[src/common/spi_pkg.sv]
package spi_pkg;

	// ----------------------------------------
	// frame layout on the wire, msb first
	// ----------------------------------------

	// field widths
	localparam int SPI_OPCODE_BITS = 8;
	localparam int SPI_ADDRESS_BITS = 16;
	localparam int SPI_DATA_BITS = 32;

	// whole frame, and the command+address part
	localparam int SPI_FRAME_BITS = 56;
	localparam int SPI_HEADER_BITS = 24;

	// word_clock cycles from address phase to readback capture
	localparam int SPI_READ_SETTLE = 4;

	// counter widths inside the slave
	// bit counter saturates well above a full frame
	localparam int SPI_COUNT_BITS = 7;
	localparam int SPI_SETTLE_BITS = 3;

	// ----------------------------------------
	// command byte
	// ----------------------------------------
	typedef enum logic [SPI_OPCODE_BITS-1:0] {
		OP_NOP   = 8'h00,
		OP_WRITE = 8'h01,
		OP_READ  = 8'h02
	} spi_opcode_t;

	// one full transaction, fields in wire order
	typedef struct packed {
		spi_opcode_t                 opcode;
		logic [SPI_ADDRESS_BITS-1:0] address;
		logic [SPI_DATA_BITS-1:0]    data;
	} spi_transaction_t;

endpackage

[src/spi/spi_command_slave.sv]
module spi_command_slave (
	input  logic                                 word_clock,
	input  logic                                 reset4_word_clock,
	input  logic                                 sclk,
	input  logic                                 mosi,
	input  logic                                 ce_n,
	input  logic [spi_pkg::SPI_DATA_BITS-1:0]    read_data,
	output logic                                 miso,
	output logic                                 address_strobe,
	output logic [spi_pkg::SPI_ADDRESS_BITS-1:0] address,
	output logic                                 write_strobe,
	output spi_pkg::spi_transaction_t            transaction
);
	import spi_pkg::*;

	// synchronizers, third bit of sclk/ce is the edge history
	logic [2:0] sclk_pipe;
	logic [1:0] mosi_pipe;
	logic [2:0] ce_pipe;
	logic sclk_rise;
	logic sclk_fall;
	logic ce_high;
	logic ce_rise;
	logic mosi_bit;

	// frame capture
	logic [SPI_FRAME_BITS-1:0] shift_in;
	logic [SPI_COUNT_BITS-1:0] bit_count;
	spi_transaction_t frame;
	logic header_done;

	// readback
	logic [SPI_SETTLE_BITS-1:0] settle_count;
	logic [SPI_DATA_BITS-1:0] shift_out;

	// ----------------------------------------
	// input synchronizers and edge finding
	// ----------------------------------------
	always_ff @(posedge word_clock) begin
		if (reset4_word_clock) begin
			sclk_pipe <= '0;
			mosi_pipe <= '0;
			// deselected
			ce_pipe <= '1;
		end else begin
			sclk_pipe <= {sclk_pipe[1:0], sclk};
			mosi_pipe <= {mosi_pipe[0], mosi};
			ce_pipe <= {ce_pipe[1:0], ce_n};
		end
	end

	assign sclk_rise = sclk_pipe[1] & ~sclk_pipe[2];
	assign sclk_fall = ~sclk_pipe[1] & sclk_pipe[2];
	assign ce_high = ce_pipe[1];
	assign ce_rise = ce_pipe[1] & ~ce_pipe[2];
	assign mosi_bit = mosi_pipe[1];

	// view of the shift register as fields
	assign frame = spi_transaction_t'(shift_in);
	assign header_done = bit_count >= SPI_HEADER_BITS;

	// ----------------------------------------
	// bit counting and strobes
	// ----------------------------------------
	always_ff @(posedge word_clock) begin
		if (reset4_word_clock) begin
			bit_count <= '0;
			address_strobe <= 1'b0;
			write_strobe <= 1'b0;
		end else begin
			address_strobe <= 1'b0;
			write_strobe <= 1'b0;
			// only a complete write frame commits
			if (ce_rise && bit_count == SPI_FRAME_BITS && frame.opcode == OP_WRITE) begin
				write_strobe <= 1'b1;
			end
			if (ce_high) begin
				bit_count <= '0;
			end else if (sclk_rise) begin
				// saturate so long frames stay invalid
				if (bit_count != '1) begin
					bit_count <= bit_count + 1'b1;
				end
				if (bit_count == SPI_HEADER_BITS - 1) begin
					address_strobe <= 1'b1;
				end
			end
		end
	end

	// shift in msb first, latch address after bit 24
	always_ff @(posedge word_clock) begin
		if (sclk_rise && !ce_high) begin
			shift_in <= {shift_in[SPI_FRAME_BITS-2:0], mosi_bit};
			if (bit_count == SPI_HEADER_BITS - 1) begin
				address <= {shift_in[SPI_ADDRESS_BITS-2:0], mosi_bit};
			end
		end
		// qualified by write_strobe
		if (ce_rise) begin
			transaction <= frame;
		end
	end

	// ----------------------------------------
	// readback path
	// ----------------------------------------
	always_ff @(posedge word_clock) begin
		if (reset4_word_clock) begin
			settle_count <= '0;
			miso <= 1'b0;
		end else begin
			// give the target time to present read_data
			if (address_strobe) begin
				settle_count <= SPI_SETTLE_BITS'(SPI_READ_SETTLE);
			end else if (settle_count != '0) begin
				settle_count <= settle_count - 1'b1;
			end
			// miso changes after sck falls, data phase only
			if (ce_high) begin
				miso <= 1'b0;
			end else if (sclk_fall && header_done) begin
				miso <= shift_out[SPI_DATA_BITS-1];
			end
		end
	end

	always_ff @(posedge word_clock) begin
		if (settle_count == 1) begin
			shift_out <= read_data;
		end else if (sclk_fall && header_done && !ce_high) begin
			shift_out <= {shift_out[SPI_DATA_BITS-2:0], 1'b0};
		end
	end

	// commit only after the host has released chip select
	write_only_when_deselected: assert property (
		@(posedge word_clock) disable iff (reset4_word_clock)
		write_strobe |-> ce_n
	);

endmodule

[config.mk]
export PLATFORM = sky130hd
export DESIGN_NAME = spi_command_slave
export DESIGN_NICKNAME = d
export VERILOG_FILES = /design/src/common/spi_pkg.sv /design/src/spi/spi_command_slave.sv
export SDC_FILE = /design/constraint.sdc
export NUM_CORES = 1
export LEC_CHECK = 0
export BUFFER_PORTS_ARGS = -buffer_cell sky130_fd_sc_hd__clkbuf_2
export CAP_MARGIN = 20
export CORE_MARGIN = 2
export CORE_UTILIZATION = 45
export CTS_BUF_LIST = sky130_fd_sc_hd__clkbuf_2 sky130_fd_sc_hd__clkbuf_4 sky130_fd_sc_hd__clkbuf_8
export DETAILED_ROUTE_END_ITERATION = 12
export GPL_TIMING_DRIVEN = 0
export PLACE_DENSITY = 0.7
export SLEW_MARGIN = 20
export SYNTH_ARGS = -nofsm -noshare
export SYNTH_HDL_FRONTEND = slang
export SYNTH_SLANG_ARGS = --single-unit
[constraint.sdc]
create_clock -name word_clock -period 5.7 [get_ports word_clock]
set_input_delay 1.14 -clock word_clock [delete_from_list [all_inputs] [get_ports word_clock]]
set_output_delay 1.14 -clock word_clock [all_outputs]
set_load 0.05 [all_outputs]
==> impl_metrics.ini, run 1 <==
[outcome]
status = completed

[power]
pwr_density_cell_nw_per_um2 = 369
leakage_uw = 0.00263
vdd.ir_drop.worst_uv = 218

[setup_path]
crit_path_start_kind = flip-flop
slowest_stage = dfxtp_1
cp.required_ns = 4.56
worstPathArrival_ns = 1.16
crit_chain = clkbuf_2
crit_family = flip-flops
path_class = reg -> out
max_stage_delay_ns = 0.41
path_buf_inv = 1
endpoint_kind = output port
critPathMaxFanout = 4

[placement]
dp_hpwl_um = 6500
dp_cells = 593
pre_cts_ws_ns = 3.64
portBuffers = 111
gp_congestion = 0.758

[die]
coreArea_um2 = 13200
die_y_um = 120
ios = 112
fp.dieW_um = 120
start_util = 0.460
num_rows = 42
dieArea_um2 = 14500

[synth]
async_reset_ff_frac = 0
synth_top_area_cell = edfxtp_1
synth-edff-count = 160
yosysSeqAreaShare = 0.858
synth.most_common_cell = edfxtp_1
synthDominantCellAreaShare = 0.789
synth_area_um2 = 6090
syn_nets = 339
syn_avg_cell_area_um2 = 20.6
synth-main-ff-cell = edfxtp_1
synth-seq-cells = 181
synth.distinct_cells = 32
syn_inst = 296
synth_area_leaders = edfxtp_1, dfxtp_1, mux2_2
synthTopCellsByCount = edfxtp_1, mux2_2, dfxtp_1, nand2_1, inv_1
yosys_warnings = 0

[clocking]
cts_max_level = 4
cts_setup_buffers = 0
ctsResizeCount = 0
cts_tree = built
clockRootBuffer = clkbuf_8
cts_hold_buf = 0
cts_sinks = 181
insertion_delay_ns = 0.45
cts_buffer_depth = 2
numCtsBuffers = 17
path_clk_slew_ns = 0.09

[detailed_routing]
via_per_inst = 4.74
wl_um = 9320
route.vias.total = 2963
wl_per_cell_um = 14.9
ant_nets = 0
drcViolationCount = 0
drt-initial-drc-count = 290
dr.pass1.iters = 4

[sta]
fin_ws_ns = 3.40
fmax_mhz = 434
setup_tns_ns = 0
tightest_slew_ns = 0.679
max_slew_margin = 0.546
fin_skew_ns = 0.0130
setup_viol = 0
finalCriticalPeriod_ns = 2.30
hold_viol = 0
slew_viol_final = 0
rsz0062_at_grt = no
fin_crit_sh = 0.404

[layout]
layout-drive-gt1-share = 0.434
fin_cells = 625
antennaDiodeCount = 0
n_fill_cell = 1054
syn_to_final_growth_pct = 22.3
nNetsFinal = 479

[global_route]
grt_pass1_vias = 2969
grt_max_degree = 32
grt_first_pass_wirelength_um = 15100
grt_overflow = 0
grtUsageTotal = 0.140
antenna_found_initial = 0

[worst_hold_path]
min_path_type = reg -> reg

[run]
drv_cap = 0
-- report_power, final --
| group | switching, µW | leakage, µW | internal (µW) |
|---|---|---|---|
| clock network | 458 | 0.000202 | 408 |
| logic | 138 | 0.000844 | 142 |
| registers | 28.6 | 0.00158 | 1570 |
| total | 625 | 0.00263 | 2120 |
-- worst paths after layout --
kind,start,endpoint,slack [ns],cells past startpoint
max,address_strobe,address_strobe,3.40,1
min,ce_pipe[0],ce_pipe[1],0.42,1
max reg2reg,settle_count[1],shift_out[6],3.75,8
min reg2reg,ce_pipe[0],ce_pipe[1],0.42,1
-- state kept, by name, summed over array words and instances (netlist names), 3 cells and up --
register	flops
address	16
bit_count	7
ce_pipe	3
frame	56
sclk_pipe	3
settle_count	3
shift_out	32
transaction	56
-- metrics by stage --
| step | power [µW] | utilization | cell area, µm² | hold WS (ns) |
|---|---|---|---|---|
| 2_1_floorplan | 1840 | - | 6090 | 0.389 |
| 3_3_place_gp | 1890 | 0.519 | 6870 | 0.400 |
| 3_5_place_dp | 1920 | 0.532 | 7040 | 0.400 |
| 4_1_cts | 2780 | 0.563 | 7450 | 0.424 |
| 5_1_grt | 2860 | 0.563 | 7450 | 0.435 |
| 6_report | 2750 | 0.563 | 7450 | 0.420 |
-- per-layer routing --
layer | GRT usage | vias up | part of all wire
li1 | - | 1420 | -
met2 | 0.213 | 111 | 0.47
met3 | 0.0505 | 9 | 0.067
met4 | 0.0545 | 0 | 0.010
met5 | 0 | - | 0
met1 | 0.184 | 1423 | 0.46
-- final cells by class --
cell class / instances / area, µm² / area share
Buffer: 4 / 18.8 / 0.00252
Sequential cell: 181 / 5230 / 0.701
Timing Repair Buffer: 121 / 708 / 0.0951
Clock buffer: 18 / 241 / 0.0324
Multi-Input combinational cell: 101 / 835 / 0.112
Inverter: 10 / 37.5 / 0.00504
Clock inverter: 14 / 164 / 0.0220
Tap cell: 176 / 220 / 0.0296
-- kinds of logic (layout without fill, tap and decap cells) --
kind of cell	Yosys count	in the layout	synth area share
fa+ha+maj	6	6	0.0123
buf+inv	14	167	0.00924
xor+xnor	1	1	0.00144
mux	34	34	0.0622
compound gates	15	15	0.0166
simple gates	45	45	0.0403
flops	181	181	0.858
-- layout by cell type, fill, tap and decap left out, types with 5 or more instances in the layout --
| cell | synthesis | final |
|---|---|---|
| inv_6 | 0 | 5 |
| clkbuf_8 | 0 | 17 |
| mux2_2 | 31 | 31 |
| inv_1 | 10 | 10 |
| a21oi_1 | 5 | 5 |
| nor2_1 | 8 | 6 |
| nand2_1 | 11 | 11 |
| dfxtp_1 | 21 | 21 |
| nor2b_1 | 7 | 6 |
| edfxtp_1 | 160 | 160 |
| clkbuf_2 | 0 | 111 |
| ha_1 | 6 | 6 |
No activity file was read; power rests on OpenSTA's default activity.
==> inputs of run 2 (changes only) <==
clock period = 2.38 ns   (was 5.7 ns; I/O delays follow)
==> run 2 against run 1 <==
Combinational power up 140%. Setup slack worse by 3.1 ns. Sequential cell count unchanged. Total power up 130%. Cell area down 0.86%. Die area unchanged. Critical path type is now reg -> reg. Largest power group unchanged.
==> impl_metrics.ini, run 2 (synthesized netlist as in run 1, its figures left out) <==
[outcome]
status = completed

[layout]
layout-drive-gt1-share = 0.422
nNetsFinal = 476
final_common_cell = edfxtp_1
final_util = 0.558
final_cell_mix = edfxtp_1, clkbuf_2, mux2_2, dfxtp_1, clkbuf_8
antennaDiodeCount = 0
syn_to_final_growth_pct = 21.3
final_cell_area_um2 = 7390

[setup_path]
max_stage_delay_ns = 0.47
reg2reg_depth = 5
crit_family = simple AND/OR/NAND/NOR gates
worstPathArrival_ns = 2.23
endpoint_kind = flip-flop
crit_path_start_kind = flip-flop
cp.required_ns = 2.54
path_buf_inv = 1
slowest_stage = nor2_2
critPathMaxFanout = 9
path_depth = 5
path_class = reg -> reg
crit_chain = ha_1 -> and4b_1 -> nand4_1 -> nor2_2 -> buf_6

[sta]
fmax_mhz = 483
slew_viol_final = 0
hold_viol = 0
finalCriticalPeriod_ns = 2.07
fin_crit_sh = 0.871
fin_skew_ns = 0.00996
tightest_slew_ns = 0.870
rsz0062_at_grt = no
max_slew_margin = 0.418
setup_viol = 0

[clocking]
cts_sinks = 181
insertion_delay_ns = 0.45
ctsResizeCount = 0
cts_hold_buf = 0
cts_tree = built
numCtsBuffers = 17
cts_buffer_depth = 2
path_clk_slew_ns = 0.09
clockRootBuffer = clkbuf_8
cts_setup_buffers = 0
cts_max_level = 4

[worst_hold_path]
holdPathStages = 2
min_path_type = in -> reg

[die]
ios = 112
start_util = 0.460
num_rows = 42
dieArea_um2 = 14500
die_y_um = 120
coreArea_um2 = 13200
fp.dieW_um = 120

[detailed_routing]
wl_um = 9460
drcViolationCount = 0
route.vias.total = 2945
via_per_inst = 4.73
dr.pass1.iters = 4
drt-initial-drc-count = 247
wl_per_cell_um = 15.2
ant_nets = 0

[global_route]
grt_first_pass_wirelength_um = 14900
grt_max_degree = 28
grt_pass1_vias = 2853
grt_overflow = 0
antenna_found_initial = 0
grtUsageTotal = 0.137

[placement]
dp_hpwl_um = 6560
gp_congestion = 0.794
place_area_um2 = 7030
portBuffers = 111

[power]
p_clk_frac = 0.291
p_sw_uw = 1420
p_comb_frac = 0.104
p_seq_frac = 0.605
power_switching_share = 0.224
p_total_uw = 6340
pwr_density_cell_nw_per_um2 = 858
vdd.ir_drop.worst_uv = 496
leakage_uw = 0.00262
p_int_uw = 4920

[run]
drv_cap = 0
[run 2: metal layers]
| layer | wire length (µm) | up-vias | global-route usage |
|---|---|---|---|
| met5 | 0 | - | 0 |
| met2 | 4370 | 117 | 0.202 |
| met1 | 4130 | 1396 | 0.181 |
| met3 | 823 | 15 | 0.0618 |
| met4 | 132 | 0 | 0.0516 |
| li1 | - | 1417 | - |
[run 2: path summary, 6_finish.rpt]
| check | from | endpoint | slack (ns) |
|---|---|---|---|
| setup / recovery | bit_count[1] | address[9] | 0.31 |
| hold / removal | ce_n | ce_pipe[0] | 0.21 |
| setup reg to reg | bit_count[1] | address[9] | 0.31 |
| hold reg to reg | ce_pipe[0] | ce_pipe[1] | 0.42 |
[run 2: worst register-to-register path, stage by stage, from the launching register on]
cell and delay (ns):
dfxtp_1 0.39, ha_1 0.25, and4b_1 0.28, nand4_1 0.17
nor2_2 0.47, buf_6 0.23
[run 2: power groups by stage]
stage	Sequential, µW	Combinational [µW]	Clock, µW
3_5_place_dp	3910	670	0
4_1_cts	3840	674	1920
5_1_grt	3860	735	2040
3_3_place_gp	3910	616	0
6_report	3840	660	1840
2_1_floorplan	3950	446	0
[run 2: cell type report]
type	instances	area [µm²]
clock inverters	14	113
inverters	10	37.5
fillers	1054	5860
flip-flops and latches	181	5230
multi-input cells	101	846
plain buffers	4	18.8
well taps	176	220
clock buffers	18	241
repair buffers	118	684
[run 2: metrics by stage]
step / std cells / TNS (ns) / setup WS [ns] / hold WS (ns)
CTS: 622 / 0 / 0.235 / 0.177
detailed placement: 590 / 0 / 0.261 / 0.403
global placement: 583 / -117.03 / -1.07 / 0.394
global route: 622 / 0 / 0.131 / 0.175
floorplan: 296 / -13.95 / -0.392 / 0.389
finish: 622 / 0 / 0.308 / 0.213
