==> src/common/wavegen_pkg.sv <==
package wavegen_pkg;

	// ----------------------------------------
	// register map (chip select 0)
	// ----------------------------------------
	localparam int REG_ADDR_BITS = 4;
	localparam int REG_DATA_BITS = 32;

	// playback window, in stream bytes
	localparam int REG_START = 0;
	localparam int REG_END = 1;
	// bit 0 enables playback
	localparam int REG_CONTROL = 2;
	localparam int CONTROL_ENABLE_BIT = 0;

	// 12..14 read as zero, 15 is the sweep counter
	localparam int REG_FIRST_ZERO = 12;
	localparam int REG_STATUS = 15;

	// ----------------------------------------
	// waveform memory (chip select 1)
	// ----------------------------------------
	localparam int WORD_ADDR_BITS = 12;
	localparam int MEMORY_WORDS = 4096;
	// four bytes per word
	localparam int BYTE_ADDR_BITS = 14;
	localparam int SAMPLE_BITS = 8;

	// ----------------------------------------
	// playback
	// ----------------------------------------

	// end_byte is exclusive
	typedef struct packed {
		logic [BYTE_ADDR_BITS-1:0] start_byte;
		logic [BYTE_ADDR_BITS-1:0] end_byte;
		logic                      enable;
	} playback_window_t;

	// sync marks the sample of start_byte
	typedef struct packed {
		logic [SAMPLE_BITS-1:0] value;
		logic                   sync;
	} sample_t;

endpackage

==> src/logic/playback_sequencer.sv <==
module playback_sequencer (
	input  logic                                   word_clock,
	input  logic                                   reset4_word_clock,
	input  wavegen_pkg::playback_window_t          window,
	input  logic [wavegen_pkg::SAMPLE_BITS-1:0]    sample_value,
	output logic [wavegen_pkg::BYTE_ADDR_BITS-1:0] byte_address,
	output wavegen_pkg::sample_t                   sample,
	output logic [wavegen_pkg::REG_DATA_BITS-1:0]  sweep_count
);
	import wavegen_pkg::*;

	// window in force for the current sweep
	playback_window_t latched;
	// high while start_byte is being issued
	logic sync_issue;
	// lined up with the memory output
	logic sync_delayed;
	logic last_byte;

	// end_byte is exclusive
	assign last_byte = byte_address == latched.end_byte - 1'b1;

	// ----------------------------------------
	// address sweep, reload only at wrap
	// ----------------------------------------
	always_ff @(posedge word_clock) begin
		if (reset4_word_clock) begin
			latched <= '0;
			byte_address <= '0;
			sync_issue <= 1'b0;
			sync_delayed <= 1'b0;
			sweep_count <= '0;
		end else begin
			sync_delayed <= sync_issue;
			if (!latched.enable) begin
				// idle: track the registers, park at start
				latched <= window;
				byte_address <= window.start_byte;
				sync_issue <= window.enable;
			end else if (last_byte) begin
				// wrap, pick up any new window
				latched <= window;
				byte_address <= window.start_byte;
				sync_issue <= window.enable;
				sweep_count <= sweep_count + 1'b1;
			end else begin
				byte_address <= byte_address + 1'b1;
				sync_issue <= 1'b0;
			end
		end
	end

	// memory port b adds one cycle, sync follows it
	assign sample = '{value: sample_value, sync: sync_delayed};

	// skip degenerate windows where end is not above start
	address_inside_window: assert property (
		@(posedge word_clock) disable iff (reset4_word_clock)
		(latched.enable && latched.start_byte < latched.end_byte)
			|-> (byte_address >= latched.start_byte && byte_address < latched.end_byte)
	);

endmodule

==> config.mk <==
export PLATFORM = sky130hd
export DESIGN_NAME = playback_sequencer
export DESIGN_NICKNAME = d
export VERILOG_FILES = /design/src/common/wavegen_pkg.sv /design/src/logic/playback_sequencer.sv
export SDC_FILE = /design/constraint.sdc
export NUM_CORES = 1
export LEC_CHECK = 0
export ABC_AREA = 0
export BUFFER_PORTS_ARGS = -buffer_cell sky130_fd_sc_hd__clkbuf_2
export CAP_MARGIN = 5
export CORE_UTILIZATION = 35
export DETAILED_ROUTE_END_ITERATION = 16
export SYNTH_ARGS = -nofsm -noshare
export SYNTH_HDL_FRONTEND = slang
export SYNTH_SLANG_ARGS = --single-unit
==> constraint.sdc <==
create_clock -name word_clock -period 3.3 [get_ports word_clock]
set_input_delay 0.165 -clock word_clock [delete_from_list [all_inputs] [get_ports word_clock]]
set_output_delay 0.165 -clock word_clock [all_outputs]
set_load 0.05 [all_outputs]
==> reports/metrics.yaml, run 1 <==
end_kind: "flip-flop"
cts-buffers-inserted: 9
core_area_um2: 10200
grt_overflow: 0
rsz0062_at_grt: "false"
grt_pass1_vias: 3297
die_width_um: 104
synth_area_um2: 3670
hp-class: "primary input to flip-flop"
path_cells: "or4_4, nor4_2, and3_1, o22ai_2, a2111o_1, or4_1, mux2_1"
clock-sinks: 63
vdd_drop_max_mv: 0.198
antenna_found_initial: 0
slowest_delay_ns: 0.57
nets: 553
dieArea_um2: 10900
syn-num-nets: 491
cts_tree: "built"
diodes: 0
critPathBufInv: 0
maxSlewHeadroom_pct: 32.4
fin_hold_ws_ns: 0.0597
critical-path-top-delay-family: "simple AND/OR/NAND/NOR gates"
yosysSeqAreaShare_pct: 34.3
grt_pass1_wl_um: 16500
top_usage_layer: "met2"
met3_usage_pct: 4.70
critPathMaxFanout: 7
yosysWarningCount: 0
path_class: "flip-flop to flip-flop"
min_delay_path_depth: 3
wl_per_cell_um: 15.4
fin_crit_ns: 3.08
fin_cells: 652
grt_max_degree: 55
synth_flop_cell: "dfxtp_1"
grt_use_met1_pct: 24.2
async_flop_share_pct: 0
drc: 0
dpl.hpwl_um: 7250
crit_slowest_cell: "or4_4"
critPathLaunchType: "flip-flop"
crit_arrival_ns: 3.31
placed_cells: 636
synth_cell_types: 54
synthCells: 449
drt_first_iter_violations: 115
synth_area_leaders: "dfxtp_1 (34%), a21oi_1 (5.6%), mux2_2 (5.2%)"
grt_use_met2_pct: 30.2
dr.pass1.iters: 4
fin_tns_setup_ns: 0
crit_required_ns: 3.53
drt_wl_total_um: 10000
synth_top_area_share_pct: 34.3
start_util_pct: 35.9
die_y_um: 104
tightest_slew_ns: 1.01
slew_viol_final: 0
finalPower_uw: 1880
clkLatencyLatePin_ns: 0.35
row_count: 37
via_per_inst: 5.39
r2r_cells: 7
fmax_mhz: 325
post_cts_buffers: 0
maxCapViolations: 0
p_leak_uw: 0.00179
htree_num_levels: 3
clock_skew_ns: 0.00955
synth_top_area_cell: "dfxtp_1"
cts_max_path_buffers: 2
syn_avg_cell_area_um2: 8.18
synthToLayoutAreaGrowth_pct: 19.5
portBuffers: 77
vias: 3516
layout-drive-gt1-share_pct: 27.5
synth_most_common_cell: "dfxtp_1"
gp_congestion: 0.892
power.density_nw_per_um2: 428
hold_buffers: 0
grtUsageTotal_pct: 19.0
min_period_over_period_pct: 93.2
path_clk_slew_ns: 0.08
finalSetupViolCount: 0
io_pins: 94
status: "completed"
synth-edff-count: 0
cp.depth: 7
final_hold_viol_count: 0
ant_nets: 0
ys_seq_elements: 63
cts_root_buf: "clkbuf_8"
synthTopCellsByCount: "dfxtp_1 (63), a21oi_1 (41), nor2_1 (41), nand3_1 (35), clkbuf_1 (26)"
==> cell type report <==
cell class | count | area, um2
Clock buffer | 10 | 128
Clock inverter | 6 | 85.1
Fill cell | 1047 | 5840
Inverter | 5 | 18.8
Multi-Input combinational cell | 341 | 2220
Sequential cell | 63 | 1260
Tap cell | 136 | 170
Timing Repair Buffer | 91 | 503
==> through the flow <==
step	util, %	cell area (um2)	worst slack, ns
after global routing	42.9	4390	0.0401
after global placement	40.8	4170	0.298
after CTS	42.9	4380	0.186
after detailed placement	40.8	4170	0.220
after floorplan	-	3670	0.257
final	42.9	4390	0.225
==> worst paths after layout <==
check / start / end / slack (ns)
setup / recovery: latched[6]$_SDFFE_PP0P_ / sweep_count[25]$_SDFFE_PP0P_ / 0.22
hold / removal: window[9] / latched[9]$_SDFFE_PP0P_ / 0.06
setup reg to reg: latched[6]$_SDFFE_PP0P_ / sweep_count[25]$_SDFFE_PP0P_ / 0.22
hold reg to reg: sync_issue$_SDFF_PP0_ / sync_delayed$_SDFF_PP0_ / 0.44
==> where the power goes <==
group	total, uW	switching (uW)	internal (uW)
logic	309	188	120
clock network	738	315	423
registers	833	46.0	787
==> per-layer routing <==
metal	routed length [um]	share of wire (%)
met1	4460	44
met5	0	0
met3	697	6.9
met4	144	1.4
met2	4750	47
==> repair_timing <==
action / CTS / global route
resized for setup: 0 / 2
setup endpoints to repair: 0 / 3
hold endpoints to repair: 0 / 0
==> logic make-up (layout without fill, tap and decap cells) <==
family                   after synthesis  in the layout  synth area share (%)
AO/OA/AOI/OAI                        105            105                  18.9
XOR/XNOR                              25             25                  5.96
adder cells (fa/ha/maj)                3              3                  1.02
buffers and inverters                 45            112                  5.62
flip-flops                            63             63                  34.3
multiplexers                          20             20                  6.10
AND/OR/NAND/NOR                      188            188                  28.1
==> placed cells by master (no fill, tap or decap), types with 2 or more instances in the layout <==
cell,count
nand2b_1,14
mux2_2,17
mux2_1,2
or4_1,2
nand2_1,12
clkbuf_8,9
a211oi_1,14
and4_1,4
ha_1,3
or3_1,3
clkbuf_2,77
a21oi_1,41
nor2b_1,21
nor2_1,41
o211ai_1,2
xor2_1,12
a2111oi_4,2
o21ai_0,19
clkinvlp_4,2
a31o_2,11
bufinv_16,2
and3_1,15
nand4_1,15
dfxtp_1,63
xnor2_1,13
nand3_1,35
buf_4,13
inv_1,5
nor3_1,11
clkinv_2,2
a31oi_1,2
nor4_1,5
==> worst reg2reg max path, cell delays in order, from the launching register on <==
cell	delay [ns]
dfxtp_1	0.39
or4_4	0.57
nor4_2	0.30
and3_1	0.21
o22ai_2	0.12
a2111o_1	0.49
or4_1	0.54
mux2_1	0.34
==> registers in the layout, summed over array words and instances, names as in the netlist <==
register / count
byte_address: 14
latched: 15
sweep_count: 32
sync_delayed: 1
sync_issue: 1
(Power assumes the default switching activity.)
==> run 2, diff against run 1 <==
--- a/config.mk
+++ b/config.mk
@@ -9,6 +9,7 @@
 export BUFFER_PORTS_ARGS = -buffer_cell sky130_fd_sc_hd__clkbuf_2
 export CAP_MARGIN = 5
 export CORE_UTILIZATION = 35
+export CTS_CLUSTER_DIAMETER = 60
 export DETAILED_ROUTE_END_ITERATION = 16
 export SYNTH_ARGS = -nofsm -noshare
 export SYNTH_HDL_FRONTEND = slang
==> constraint.sdc (replaced) <==
create_clock -name word_clock -period 2.65 [get_ports word_clock]
set_input_delay 0.1325 -clock word_clock [delete_from_list [all_inputs] [get_ports word_clock]]
set_output_delay 0.1325 -clock word_clock [all_outputs]
set_load 0.05 [all_outputs]
==> run 2 against run 1 <==
Effect of this change:
- the flow now finishes with violations (setup timing)
- count of clock-buffer cells in the layout rose by 3
- largest cell class unchanged
- largest power group unchanged
- first-iteration DRC count rose by 22%
- clock skew fell by 0.0054 ns
- sequential power rose by 24%
- sequential share of layout area fell by 3.2 points
- setup slack got worse by 0.39 ns
==> reports/metrics.yaml, run 2 (same netlist as run 1, synthesis figures left out) <==
met3_length_um: 557  # -20%
grt_max_degree: 94  # +71%
cts-buffers-inserted: 9  # unchanged
grt_pass1_wl_um: 18100  # +9.3%
grt_overflow: 0  # unchanged
drt_wl_total_um: 11200  # +11%
hp-class: "primary input to flip-flop"
mostFrequentLayoutCells: "clkbuf_2 (77), dfxtp_1 (59), buf_4 (48), nor2_1 (41), a21oi_1 (36)"
slew_viol_final: 0  # unchanged
status: "finished with violations"
final_common_cell: "clkbuf_2"
portBuffers: 77  # unchanged
gp_congestion: 0.869  # -2.5%
finalSetupViolCount: 45  # +45
end_kind: "flip-flop"
maxCapViolations: 0  # unchanged
final_hold_viol_count: 0  # unchanged
cts_max_path_buffers: 2  # unchanged
clock_skew_ns: 0.00417  # -0.00539 ns
drc: 0  # unchanged
rsz0062_at_grt: "true"
violations: "setup timing"
nets: 597  # +8.0%
via_per_inst: 5.33  # -1.2%
p_leak_uw: 0.00207  # +16%
cts_tree: "built"
power.density_nw_per_um2: 476  # +11%
critPathLaunchType: "flip-flop"
critPathBufInv: 1  # +1
core_area_um2: 10200  # unchanged
highest_layer: "met4"
path_clk_slew_ns: 0.07  # about the same
die_width_um: 104  # unchanged
clock-sinks: 63  # unchanged
row_count: 37  # unchanged
nFillCells: 996  # -4.9%
slowest_delay_ns: 0.47  # -0.10 ns
wl_per_cell_um: 16.1  # +4.4%
critPathMaxFanout: 6  # -1
grt_pass1_vias: 3603  # +9.3%
tightest_slew_ns: 0.552  # -0.458 ns
vias: 3696  # +5.1%
synthToLayoutAreaGrowth_pct: 35.0
crit_arrival_ns: 3.06  # -0.25 ns
met1Wirelength_um: 4980  # +12%
antenna_found_initial: 0  # unchanged
start_util_pct: 35.9  # unchanged
layout-drive-gt1-share_pct: 40.0  # +12 points
hold_buffers: 0  # unchanged
dr.pass1.iters: 4  # unchanged
ant_nets: 0  # unchanged
crit_slowest_cell: "a2111o_1"
top_register: "sweep_count"
fin_tns_setup_ns: -3.22  # -3.22 ns
largest_reg_flops: 32  # unchanged
multi_input_area_um2: 2430  # +9.2%
routed-wl-met2_um: 5310  # +12%
register_area_um2: 1270  # +0.60%
top_regs: "sweep_count: 32 flops, latched: 15 flops, byte_address: 14 flops"
fmax_mhz: 355  # +9.2%
maxSlewHeadroom_pct: 63.1  # +31 points
clkLatencyLatePin_ns: 0.35  # about the same
vdd_drop_max_mv: 0.291  # +47%
cts_root_buf: "clkbuf_8"
critical-path-top-delay-family: "simple AND/OR/NAND/NOR gates"
io_pins: 94  # unchanged
diodes: 0  # unchanged
finalPower_uw: 2360  # +26%
dieArea_um2: 10900  # unchanged
dpl.hpwl_um: 7670  # +5.7%
fin_ws_ns: -0.167  # -0.392 ns
fin_hold_ws_ns: 0.0209  # -0.0387 ns
path_cells: "inv_4, ha_4, nor4b_4, and4_4, a211oi_2, nand3b_1, a2111o_1, or4_4, mux2_4"
drt_first_iter_violations: 140  # +22%
crit_required_ns: 2.89  # -0.64 ns
htree_num_levels: 3  # unchanged
fin_crit_ns: 2.82  # -0.258 ns
path_class: "flip-flop to flip-flop"
grtUsageTotal_pct: 21.0  # +2.0 points
die_y_um: 104  # unchanged
min_period_over_period_pct: 106  # +13 points
[run 2: changes by cell type in the layout (fill, tap and decap cells not counted), moves of 4 or more]
| cell | delta |
|---|---|
| buf_4 | +35 |
| a211oi_1 | -12 |
| a211oi_2 | +12 |
| buf_6 | +6 |
| a21oi_1 | -5 |
| a21oi_2 | +5 |
| dfxtp_1 | -4 |
[run 2: worst reg2reg max path, stage by stage (launching register included)]
cell and delay (ns):
dfxtp_4 0.36, inv_4 0.05, ha_4 0.13, nor4b_4 0.38, and4_4 0.32, a211oi_2 0.06
nand3b_1 0.19, a2111o_1 0.47, or4_4 0.45, mux2_4 0.30
[run 2: power breakdown]
| group | switching [uW] | total, uW | internal, uW |
|---|---|---|---|
| combinational | 300 | 518 | 219 |
| sequential | 44.0 | 1030 | 981 |
| clock | 367 | 818 | 451 |
[run 2: timing repair]
item | 4_1_cts | 5_1_grt
pin swaps | 13 | 13
endpoints found under the setup margin | 59 | 61
gates cloned | 2 | 0
resized for setup | 35 | 23
buffers inserted | 3 | 8
endpoints found under the hold margin | 0 | 0
[run 2: per-layer routing]
metal  global-route usage, %  vias to the layer above
met3                    5.26                       24
li1                        -                     1826
met5                       0                        -
met2                    34.6                      100
met4                    10.1                        0
met1                    25.5                     1746
[run 2: area by class of cell]
cell class,count,share of cell area (%)
tap,136,3.43
inverter,5,0.429
sequential,63,25.6
clock buffer,13,3.00
timing repair buffer,135,18.0
multi-input combinational,341,49.0
clock inverter,1,0.605
[run 2: worst paths after layout]
path	start	to	slack (ns)	cells past startpoint
setup reg to reg	latched[1]$_SDFFE_PP0P_	sweep_count[20]$_SDFFE_PP0P_	-0.17	9
hold reg to reg	sync_issue$_SDFF_PP0_	sync_delayed$_SDFF_PP0_	0.44	1
hold / removal	window[16]	byte_address[1]$_SDFF_PP0_	0.02	3
setup / recovery	latched[1]$_SDFFE_PP0P_	sweep_count[20]$_SDFFE_PP0P_	-0.17	9
[run 2: stage by stage]
stage,std cells,setup slack [ns],utilization (%),cell area (um2)
5_1_grt,694,-0.265,48.5,4960
2_1_floorplan,449,-0.156,-,3710
3_3_place_gp,668,-0.205,43.5,4450
4_1_cts,687,-0.151,46.9,4800
3_5_place_dp,668,-0.291,43.5,4450
6_report,694,-0.167,48.5,4960
